<file path="config.mk">
export PLATFORM = sky130hd
export DESIGN_NAME = lc4_core
export DESIGN_NICKNAME = d
export VERILOG_FILES = /design/src/lc4_pkg.sv /design/src/lc4_pc_counter.sv /design/src/lc4_decoder.sv /design/src/lc4_regfile.sv /design/src/lc4_alu.sv /design/src/lc4_hazard_unit.sv /design/src/lc4_core.sv
export SDC_FILE = /design/constraint.sdc
export NUM_CORES = 1
export LEC_CHECK = 0
export ABC_AREA = 1
export BUFFER_PORTS_ARGS = -buffer_cell sky130_fd_sc_hd__buf_2
export CAP_MARGIN = 20
export CORE_UTILIZATION = 30
export DETAILED_ROUTE_END_ITERATION = 6
export GPL_TIMING_DRIVEN = 0
export PLACE_DENSITY = 0.45
export SLEW_MARGIN = 10
export SYNTH_ARGS = -nofsm -noshare
export SYNTH_HDL_FRONTEND = slang
export SYNTH_SLANG_ARGS = --single-unit
</file>
<file path="constraint.sdc">
create_clock -name gwe -period 11.05 [get_ports gwe]
set_input_delay 1.6575 -clock gwe [delete_from_list [all_inputs] [get_ports gwe]]
set_output_delay 1.6575 -clock gwe [all_outputs]
set_load 0.05 [all_outputs]
</file>
<file path="src/lc4_pkg.sv">
// ================================================
// lc4 shared definitions: widths, opcodes, reset pc,
// control and pipeline records for the core
// ================================================

package lc4_pkg;

    // datapath and register file sizes
    localparam int WORD_W    = 16;
    localparam int REG_SEL_W = 3;
    localparam int NUM_REGS  = 8;

    typedef logic [WORD_W-1:0]    word_t;
    typedef logic [REG_SEL_W-1:0] reg_sel_t;
    // ordered n, z, p from msb to lsb
    typedef logic [2:0]           nzp_t;

    // first fetch address after reset
    localparam word_t RESET_PC = 16'h8200;

    // major opcodes, insn[15:12]
    localparam logic [3:0] OP_BR    = 4'b0000;
    localparam logic [3:0] OP_ADD   = 4'b0001;
    localparam logic [3:0] OP_AND   = 4'b0101;
    localparam logic [3:0] OP_LDR   = 4'b0110;
    localparam logic [3:0] OP_STR   = 4'b0111;
    localparam logic [3:0] OP_CONST = 4'b1001;

    // none is zero so a cleared record means no operation
    typedef enum logic [3:0] {
        ALU_NONE, ALU_ADD, ALU_SUB, ALU_AND, ALU_ADDI,
        ALU_ANDI, ALU_CONST, ALU_ADDR, ALU_BR
    } alu_op_e;

    // bypass sources for an operand
    typedef enum logic [1:0] {FWD_RF, FWD_MEM, FWD_WB} fwd_sel_e;

    typedef struct packed {
        reg_sel_t rs;
        reg_sel_t rt;
        reg_sel_t wsel;
        logic     rs_re;
        logic     rt_re;
        logic     regfile_we;
        logic     nzp_we;
        logic     is_load;
        logic     is_store;
        logic     is_branch;
        alu_op_e  alu_op;
    } ctrl_t;

    typedef struct packed {
        logic  valid;
        word_t pc;
        word_t insn;
        ctrl_t ctrl;
    } stage_t;

    typedef struct packed {
        word_t    pc;
        word_t    insn;
        logic     regfile_we;
        reg_sel_t wsel;
        word_t    wdata;
        logic     nzp_we;
        nzp_t     nzp;
        logic     dmem_we;
        word_t    dmem_addr;
        word_t    dmem_data;
    } retire_t;

    // sign of a word as nzp bits
    function automatic nzp_t nzp_of(input word_t value);
        if (value == '0) begin
            return 3'b010;
        end
        return value[WORD_W-1] ? 3'b100 : 3'b001;
    endfunction

endpackage

</file>
<file path="src/lc4_pc_counter.sv">
// ================================================
// program counter: holds on stall, loads a branch
// target on redirect, otherwise counts up by one
// ================================================
`timescale 1ns/100ps

module lc4_pc_counter
    import lc4_pkg::*;
(
    input  logic  gwe,
    input  logic  i_arst_n,
    input  logic  i_stall,
    input  logic  i_redirect,
    input  word_t i_target,
    output word_t o_pc
);

    always_ff @(posedge gwe or negedge i_arst_n) begin
        if (!i_arst_n) begin
            o_pc <= RESET_PC;
        end else if (i_redirect) begin
            // taken branch resolved in execute
            o_pc <= i_target;
        end else if (!i_stall) begin
            o_pc <= o_pc + 16'd1;
        end
    end

    // a stall needs a load in execute, a redirect needs a branch there
    assert property (@(posedge gwe) disable iff (!i_arst_n)
        !(i_stall && i_redirect));

endmodule

</file>
<file path="src/lc4_decoder.sv">
// ================================================
// lc4 decoder: one instruction word to control bits
// ================================================
`timescale 1ns/100ps

module lc4_decoder
    import lc4_pkg::*;
(
    input  word_t i_insn,
    output ctrl_t o_ctrl
);

    always_comb begin
        o_ctrl = '0;
        // field positions shared by the kept formats
        o_ctrl.rs     = i_insn[8:6];
        o_ctrl.rt     = i_insn[2:0];
        o_ctrl.wsel   = i_insn[11:9];
        o_ctrl.alu_op = ALU_NONE;
        case (i_insn[15:12])
            OP_BR: begin
                // nzp mask in [11:9], all zero never taken
                o_ctrl.is_branch = 1'b1;
                o_ctrl.alu_op    = ALU_BR;
            end
            OP_ADD, OP_AND: begin
                if (i_insn[5]) begin
                    // immediate form, imm5 in [4:0]
                    o_ctrl.rs_re      = 1'b1;
                    o_ctrl.regfile_we = 1'b1;
                    o_ctrl.nzp_we     = 1'b1;
                    o_ctrl.alu_op     = (i_insn[15:12] == OP_ADD) ? ALU_ADDI : ALU_ANDI;
                end else if (i_insn[5:3] == 3'b000 || 
                             (i_insn[15:12] == OP_ADD && i_insn[5:3] == 3'b010)) begin
                    o_ctrl.rs_re      = 1'b1;
                    o_ctrl.rt_re      = 1'b1;
                    o_ctrl.regfile_we = 1'b1;
                    o_ctrl.nzp_we     = 1'b1;
                    if (i_insn[15:12] == OP_AND) begin
                        o_ctrl.alu_op = ALU_AND;
                    end else begin
                        o_ctrl.alu_op = i_insn[4] ? ALU_SUB : ALU_ADD;
                    end
                end
            end
            OP_LDR: begin
                o_ctrl.rs_re      = 1'b1;
                o_ctrl.regfile_we = 1'b1;
                o_ctrl.nzp_we     = 1'b1;
                o_ctrl.is_load    = 1'b1;
                o_ctrl.alu_op     = ALU_ADDR;
            end
            OP_STR: begin
                // store data register sits in the rd field
                o_ctrl.rt       = i_insn[11:9];
                o_ctrl.rs_re    = 1'b1;
                o_ctrl.rt_re    = 1'b1;
                o_ctrl.is_store = 1'b1;
                o_ctrl.alu_op   = ALU_ADDR;
            end
            OP_CONST: begin
                o_ctrl.regfile_we = 1'b1;
                o_ctrl.nzp_we     = 1'b1;
                o_ctrl.alu_op     = ALU_CONST;
            end
            // everything else stays a no-op
            default: ;
        endcase
    end

endmodule

</file>
<file path="src/lc4_regfile.sv">
// ================================================
// eight-entry register file, two reads, one write,
// new data visible on a same-cycle read
// ================================================
`timescale 1ns/100ps

module lc4_regfile
    import lc4_pkg::*;
(
    input  logic     gwe,
    input  logic     i_arst_n,
    input  reg_sel_t i_rs,
    input  reg_sel_t i_rt,
    input  reg_sel_t i_rd,
    input  word_t    i_wdata,
    input  logic     i_we,
    output word_t    o_rs_data,
    output word_t    o_rt_data
);

    word_t regs [NUM_REGS];

    always_ff @(posedge gwe or negedge i_arst_n) begin
        if (!i_arst_n) begin
            for (int i = 0; i < NUM_REGS; i++) begin
                regs[i] <= '0;
            end
        end else if (i_we) begin
            regs[i_rd] <= i_wdata;
        end
    end

    // write-through covers the writeback to decode distance
    assign o_rs_data = (i_we && i_rd == i_rs) ? i_wdata : regs[i_rs];
    assign o_rt_data = (i_we && i_rd == i_rt) ? i_wdata : regs[i_rt];

endmodule

</file>
<file path="src/lc4_alu.sv">
// ================================================
// lc4 alu: register and immediate ops, const,
// memory address and branch target
// ================================================
`timescale 1ns/100ps

module lc4_alu
    import lc4_pkg::*;
(
    input  alu_op_e i_op,
    input  word_t   i_insn,
    input  word_t   i_pc,
    input  word_t   i_rs_data,
    input  word_t   i_rt_data,
    output word_t   o_result
);

    word_t imm5_sx;
    word_t imm6_sx;
    word_t imm9_sx;

    // sign-extended immediate fields
    assign imm5_sx = {{11{i_insn[4]}}, i_insn[4:0]};
    assign imm6_sx = {{10{i_insn[5]}}, i_insn[5:0]};
    assign imm9_sx = {{7{i_insn[8]}}, i_insn[8:0]};

    always_comb begin
        case (i_op)
            ALU_ADD:   o_result = i_rs_data + i_rt_data;
            ALU_SUB:   o_result = i_rs_data - i_rt_data;
            ALU_AND:   o_result = i_rs_data & i_rt_data;
            ALU_ADDI:  o_result = i_rs_data + imm5_sx;
            ALU_ANDI:  o_result = i_rs_data & imm5_sx;
            ALU_CONST: o_result = imm9_sx;
            // base plus offset for ldr and str
            ALU_ADDR:  o_result = i_rs_data + imm6_sx;
            // target relative to the next pc
            ALU_BR:    o_result = i_pc + 16'd1 + imm9_sx;
            default:   o_result = '0;
        endcase
    end

endmodule

</file>
<file path="src/lc4_hazard_unit.sv">
// ================================================
// hazard unit: load-use and load-branch stalls,
// bypass selects for execute and memory operands
// ================================================
`timescale 1ns/100ps

module lc4_hazard_unit
    import lc4_pkg::*;
(
    input  stage_t   i_dec,
    input  stage_t   i_exe,
    input  stage_t   i_mem,
    input  stage_t   i_wb,
    output logic     o_stall,
    output fwd_sel_e o_rs_fwd,
    output fwd_sel_e o_rt_fwd,
    output fwd_sel_e o_st_fwd
);

    logic exe_load;
    logic dec_needs_load;

    // youngest valid writer of a register wins
    function automatic fwd_sel_e pick_src(input logic re, input reg_sel_t sel);
        if (re && i_mem.valid && i_mem.ctrl.regfile_we && i_mem.ctrl.wsel == sel) begin
            return FWD_MEM;
        end
        if (re && i_wb.valid && i_wb.ctrl.regfile_we && i_wb.ctrl.wsel == sel) begin
            return FWD_WB;
        end
        return FWD_RF;
    endfunction

    assign exe_load = i_exe.valid && i_exe.ctrl.is_load;

    // store data is skipped here, it is patched in memory
    // a branch waits so it sees the load's nzp
    assign dec_needs_load =
        (i_dec.ctrl.rs_re && i_dec.ctrl.rs == i_exe.ctrl.wsel) ||
        (i_dec.ctrl.rt_re && !i_dec.ctrl.is_store && i_dec.ctrl.rt == i_exe.ctrl.wsel) ||
        i_dec.ctrl.is_branch;

    assign o_stall = exe_load && i_dec.valid && dec_needs_load;

    always_comb begin
        o_rs_fwd = pick_src(i_exe.ctrl.rs_re, i_exe.ctrl.rs);
        o_rt_fwd = pick_src(i_exe.ctrl.rt_re, i_exe.ctrl.rt);
        // wm bypass for the store value
        o_st_fwd = FWD_RF;
        if (i_mem.valid && i_mem.ctrl.is_store && i_wb.valid &&
            i_wb.ctrl.regfile_we && i_wb.ctrl.wsel == i_mem.ctrl.rt) begin
            o_st_fwd = FWD_WB;
        end
    end

    // never hold decode behind a branch that may redirect
    always_comb begin
        assert #0 (!(o_stall && i_exe.valid && i_exe.ctrl.is_branch));
    end

endmodule

</file>
<file path="src/lc4_core.sv">
// ================================================
// lc4 core: five-stage scalar pipeline with bypass,
// load stalls, nzp register and a retire trace
// ================================================
`timescale 1ns/100ps

module lc4_core
    import lc4_pkg::*;
(
    input  logic    gwe,
    input  logic    i_arst_n,
    input  word_t   i_insn,
    input  word_t   i_dmem_rdata,
    output word_t   o_pc,
    output word_t   o_dmem_addr,
    output word_t   o_dmem_wdata,
    output logic    o_dmem_we,
    output retire_t o_retire,
    output logic    o_retire_valid
);

    stage_t   dec_q, dec_s, exe_q, mem_q, wb_q;
    ctrl_t    dec_ctrl;
    word_t    rf_rs_data, rf_rt_data, exe_rs_q, exe_rt_q;
    word_t    rs_val, rt_val, alu_res;
    word_t    mem_res_q, mem_st_q, st_data;
    word_t    wb_res_q, wb_mem_q, wb_value;
    logic     stall, redirect, mem_is_load, mem_is_access;
    fwd_sel_e rs_fwd, rt_fwd, st_fwd;
    nzp_t     nzp_q, ld_nzp;

    lc4_pc_counter u_pc (
        .gwe(gwe), .i_arst_n(i_arst_n), .i_stall(stall),
        .i_redirect(redirect), .i_target(alu_res), .o_pc(o_pc)
    );

    lc4_hazard_unit u_hazard (
        .i_dec(dec_s), .i_exe(exe_q), .i_mem(mem_q), .i_wb(wb_q),
        .o_stall(stall), .o_rs_fwd(rs_fwd), .o_rt_fwd(rt_fwd), .o_st_fwd(st_fwd)
    );

    // decode register, squashed on redirect and held on stall
    always_ff @(posedge gwe or negedge i_arst_n) begin
        if (!i_arst_n) begin
            dec_q <= '0;
        end else if (redirect) begin
            dec_q <= '0;
        end else if (!stall) begin
            dec_q.valid <= 1'b1;
            dec_q.pc    <= o_pc;
            dec_q.insn  <= i_insn;
            dec_q.ctrl  <= '0;
        end
    end

    lc4_decoder u_dec (.i_insn(dec_q.insn), .o_ctrl(dec_ctrl));

    // a bubble in decode carries no enables
    always_comb begin
        dec_s      = dec_q;
        dec_s.ctrl = dec_q.valid ? dec_ctrl : '0;
    end

    lc4_regfile u_rf (
        .gwe(gwe), .i_arst_n(i_arst_n), .i_rs(dec_s.ctrl.rs), .i_rt(dec_s.ctrl.rt),
        .i_rd(wb_q.ctrl.wsel), .i_wdata(wb_value), .i_we(wb_q.valid && wb_q.ctrl.regfile_we),
        .o_rs_data(rf_rs_data), .o_rt_data(rf_rt_data)
    );

    // control registers for execute, memory and writeback
    // execute takes a bubble on stall or on a taken branch
    always_ff @(posedge gwe or negedge i_arst_n) begin
        if (!i_arst_n) begin
            exe_q <= '0;
            mem_q <= '0;
            wb_q  <= '0;
        end else begin
            exe_q <= (stall || redirect) ? '0 : dec_s;
            mem_q <= exe_q;
            wb_q  <= mem_q;
        end
    end

    // operand and result registers
    always_ff @(posedge gwe) begin
        exe_rs_q  <= rf_rs_data;
        exe_rt_q  <= rf_rt_data;
        mem_res_q <= alu_res;
        mem_st_q  <= rt_val;
        wb_res_q  <= mem_res_q;
        // loaded word, or the store value for the trace
        wb_mem_q  <= mem_q.ctrl.is_store ? st_data : i_dmem_rdata;
    end

    // mx and wx bypass muxes
    always_comb begin
        case (rs_fwd)
            FWD_MEM: rs_val = mem_res_q;
            FWD_WB:  rs_val = wb_value;
            default: rs_val = exe_rs_q;
        endcase
        case (rt_fwd)
            FWD_MEM: rt_val = mem_res_q;
            FWD_WB:  rt_val = wb_value;
            default: rt_val = exe_rt_q;
        endcase
    end

    lc4_alu u_alu (
        .i_op(exe_q.ctrl.alu_op), .i_insn(exe_q.insn), .i_pc(exe_q.pc),
        .i_rs_data(rs_val), .i_rt_data(rt_val), .o_result(alu_res)
    );

    assign mem_is_load = mem_q.valid && mem_q.ctrl.is_load;
    assign ld_nzp      = nzp_of(i_dmem_rdata);
    // the load-branch stall lets a load set nzp before its branch reaches execute
    assign redirect    = exe_q.valid && exe_q.ctrl.is_branch &&
                         ((nzp_q & exe_q.insn[11:9]) != '0);

    // alu writers in execute are younger than a load in memory
    always_ff @(posedge gwe or negedge i_arst_n) begin
        if (!i_arst_n) begin
            nzp_q <= '0;
        end else if (exe_q.valid && exe_q.ctrl.nzp_we && !exe_q.ctrl.is_load) begin
            nzp_q <= nzp_of(alu_res);
        end else if (mem_is_load) begin
            nzp_q <= ld_nzp;
        end
    end

    // data memory port
    assign mem_is_access = mem_q.valid && (mem_q.ctrl.is_load || mem_q.ctrl.is_store);
    assign st_data       = (st_fwd == FWD_WB) ? wb_value : mem_st_q;
    assign o_dmem_we     = mem_q.valid && mem_q.ctrl.is_store;
    assign o_dmem_addr   = mem_is_access ? mem_res_q : '0;
    assign o_dmem_wdata  = o_dmem_we ? st_data : '0;

    // writeback value and retire trace
    assign wb_value       = wb_q.ctrl.is_load ? wb_mem_q : wb_res_q;
    assign o_retire_valid = wb_q.valid;

    always_comb begin
        o_retire            = '0;
        o_retire.pc         = wb_q.pc;
        o_retire.insn       = wb_q.insn;
        o_retire.regfile_we = wb_q.ctrl.regfile_we;
        o_retire.wsel       = wb_q.ctrl.wsel;
        o_retire.nzp_we     = wb_q.ctrl.nzp_we;
        o_retire.dmem_we    = wb_q.ctrl.is_store;
        if (wb_q.ctrl.regfile_we) begin
            o_retire.wdata = wb_value;
        end
        if (wb_q.ctrl.nzp_we) begin
            o_retire.nzp = nzp_of(wb_value);
        end
        if (wb_q.ctrl.is_load || wb_q.ctrl.is_store) begin
            o_retire.dmem_addr = wb_res_q;
            o_retire.dmem_data = wb_mem_q;
        end
    end

    // a write on the port only ever comes from a store opcode in memory
    assert property (@(posedge gwe) disable iff (!i_arst_n)
        o_dmem_we |-> (mem_q.valid && mem_q.insn[15:12] == OP_STR));

endmodule

</file>
==> flow_summary.ini <==
[run_status]
outcome = completed

[final_layout]
regArea_um2 = 9760
multiInputGateArea_um2 = 8910
fill_cells = 7281
syn_to_final_growth_pct = 19.0
fin_util_pct = 36.1
drive_gt1_share_pct = 15.1
final_nets = 2942

[detailed_routing]
vias = 19500
drt_iter0_drc = 1809
route.detailed.drc = 0
dr.pass1.iters = 6
antenna_left = 0
routedWlPerCell_um = 23.2
routed_wl_um = 89300
via_per_inst = 5.08

[floorplan]
die_h_um = 265
io_pins = 173
chipWidth_um = 265
dieArea_um2 = 70500
fp.coreArea_um2 = 68600
initial_core_util_pct = 30.4
rows = 96

[clock_network]
cts_tree = done
post_cts_buffers = 0
numCtsBuffers = 48
cts_root_buf = clkbuf_16
clock_latency_ns = 0.62
numClockSinks = 409
ctsHoldBuffers = 0
htreeDepth = 2
clkSlewWorstSetupHoldPaths_ns = 0.06
cts_resized = 0
clk_path_buf_depth = 3

[worst_setup_path]
cpMaxStageDelayCell = nor2_1
worst-path-buf-inv = 7
critPathMaxFanout = 10
arrival_ns = 6.44
rr_worst_depth = 31
path_class = reg2reg
path_delay_family = simple AND/OR/NAND/NOR gates
r2r-start = wb_q[6]
critPathLaunchType = flip-flop
rr_endpoint = nzp_q[0]
critPathRequiredTime_ns = 11.56
cp_slowest_stage_delay_ns = 0.62
reg2reg_slack_ns = 5.12
cpMostUsedCell = inv_2
end_kind = flip-flop

[global_route]
grt_pass1_wl_um = 129000
grtUsageTotal_pct = 25.1
grt.overflow.total = 0
grt_pass1_vias = 19200
antenna_found_initial = 3
grt_start_max_net_pins = 106

[timing]
tns_ns = 0
clock.fmax_mhz = 169
clock_skew_ns = 0.0450
finalMaxSlewViolations = 0
rsz0062_at_grt = no
tightestPinTransition_ns = 1.15
finalSetupViolCount = 0
post-route-period-util_pct = 53.6
max_slew_margin_pct = 23.1
hold_viol_final = 0
period_needed_ns = 5.93

[pwr]
cellPowerDensity_nw_per_um2 = 275
ir_worst_vdd_v = 0.000111
p_leak_nw = 11.8

[yosys]
ys_async_sr_fraction_pct = 76.5
yosysWarnings = 0
ys_ff_latch = 409
synth_edf_count = 0
yosysTopAreaCell = dfrtp_1
synth_cell_types = 62
netlist.area_leader.share_pct = 37.4
syn-mean-instance-area_um2 = 7.87
synthCells = 2646
seq_area_frac_synth_pct = 46.9
synth_nets = 2714
ys.flop_type = dfrtp_1
yosys-top-cells-area = dfrtp_1 37%, dfxtp_1 9.2%, o21ai_0 9.2%
syn-cell-area_um2 = 20800
yosysMostFrequentCell = nand2_1
synth_common_cells = 453 x nand2_1, 382 x o21ai_0, 318 x inv_1

[min_path]
hold_start = exe_q[5]
hold_path.class = reg2reg
min_path_cells = 0
whs_endpoint = mem_q[5]

[placement]
portBuffers = 172
place.detailed.hpwl_um = 68000
routabilityCongestion = 0.941

[job]
max_cap_violations = 0
-- stage by stage --
step	power (W)	setup WS [ns]	hold WS (ns)	cells	instance area, µm²
after detailed placement	0.00500	5.25	0.335	3753	23000
after global placement	0.00498	1.86	0.333	3749	22800
final	0.00680	5.12	0.310	3845	24800
after floorplan	0.00394	6.79	0.331	2646	20800
after CTS	0.00681	5.24	0.294	3842	24800
after global routing	0.00716	4.91	0.306	3844	24800
-- layout by cell type (no fill, tap or decap), drive strengths merged, types with 2 or more instances in the layout --
| cell | instances |
|---|---|
| nand2 | 472 |
| o21ai | 407 |
| inv | 345 |
| dfrtp | 311 |
| nor2 | 259 |
| buf | 249 |
| a21oi | 183 |
| nand3 | 169 |
| clkbuf | 160 |
| dfxtp | 96 |
| o211ai | 38 |
| ha | 32 |
| o22ai | 23 |
| xor2 | 20 |
| nand4 | 18 |
| nor3 | 17 |
| clkinv | 14 |
| o221ai | 11 |
| o21a | 10 |
| or2 | 10 |
| xnor2 | 8 |
| a22oi | 8 |
| bufinv | 7 |
| nand3b | 7 |
| nor4 | 7 |
| o21bai | 5 |
| a21o | 5 |
| o311ai | 4 |
| o2111ai | 2 |
| a221oi | 2 |
| fa | 2 |
| dfstp | 2 |
-- logic make-up after synthesis --
| family | Yosys count | share of synthesized area, % |
|---|---|---|
| and+or+nand+nor | 959 | 20.8 |
| adders and majority gates | 34 | 2.12 |
| AOI/OAI and AO/OA | 707 | 18.6 |
| buffers and inverters | 509 | 10.4 |
| DFF | 409 | 46.9 |
| xor gates and xnor gates | 28 | 1.18 |
-- layer usage --
layer | vias to the layer above | track usage, % | wire, µm
met4 | 0 | 7.47 | 2620
met5 | - | 0 | 0
met2 | 797 | 38.5 | 38800
met3 | 133 | 4.91 | 6810
li1 | 9106 | - | -
met1 | 9511 | 35.4 | 41000
-- report_power, final --
group,leakage [nW],switching [W],internal [W]
Combinational,6.16,0.00198,0.000744
Sequential,4.80,0.000323,0.00198
Clock,0.883,0.000703,0.00108
Total,11.8,0.00300,0.00380
-- worst max path at each step --
stage	startpoint	end	slack, ns	cells past startpoint
final	wb_q[6]	nzp_q[0]	5.12	31
after global routing	wb_q[6]	nzp_q[0]	4.91	29
after CTS	wb_q[6]	nzp_q[0]	5.24	31
after global placement	i_arst_n	mem_q[24]	1.86	1
after detailed placement	wb_q[6]	nzp_q[0]	5.25	31
after floorplan	o_retire_valid	nzp_q[0]	6.79	32
-- cell type report --
| class | count | share of cell area [%] |
|---|---|---|
| inverter | 344 | 5.21 |
| multi-input combinational | 1728 | 36.0 |
| sequential | 409 | 39.4 |
| clock inverter | 22 | 1.43 |
| clock buffer | 67 | 5.80 |
| buffer | 165 | 3.51 |
| antenna | 1 | 0.0101 |
| tap | 931 | 4.70 |
| timing repair buffer | 178 | 3.97 |
-- flip-flops by register name, indices dropped and copies added, names as in the netlist --
| name | count |
|---|---|
| wb_q | 1 |
| o_retire | 37 |
| exe_rt_q | 16 |
| mem_st_q | 16 |
| o_retire_valid | 1 |
| u_pc.o_pc | 16 |
| mem_q | 42 |
| nzp_q | 3 |
| wb_mem_q | 16 |
| dec_q | 33 |
| exe_q | 52 |
| u_rf.regs | 128 |
| mem_res_q | 16 |
| exe_rs_q | 16 |
| wb_res_q | 16 |
Note: power is estimated with default switching activity, not from simulation.
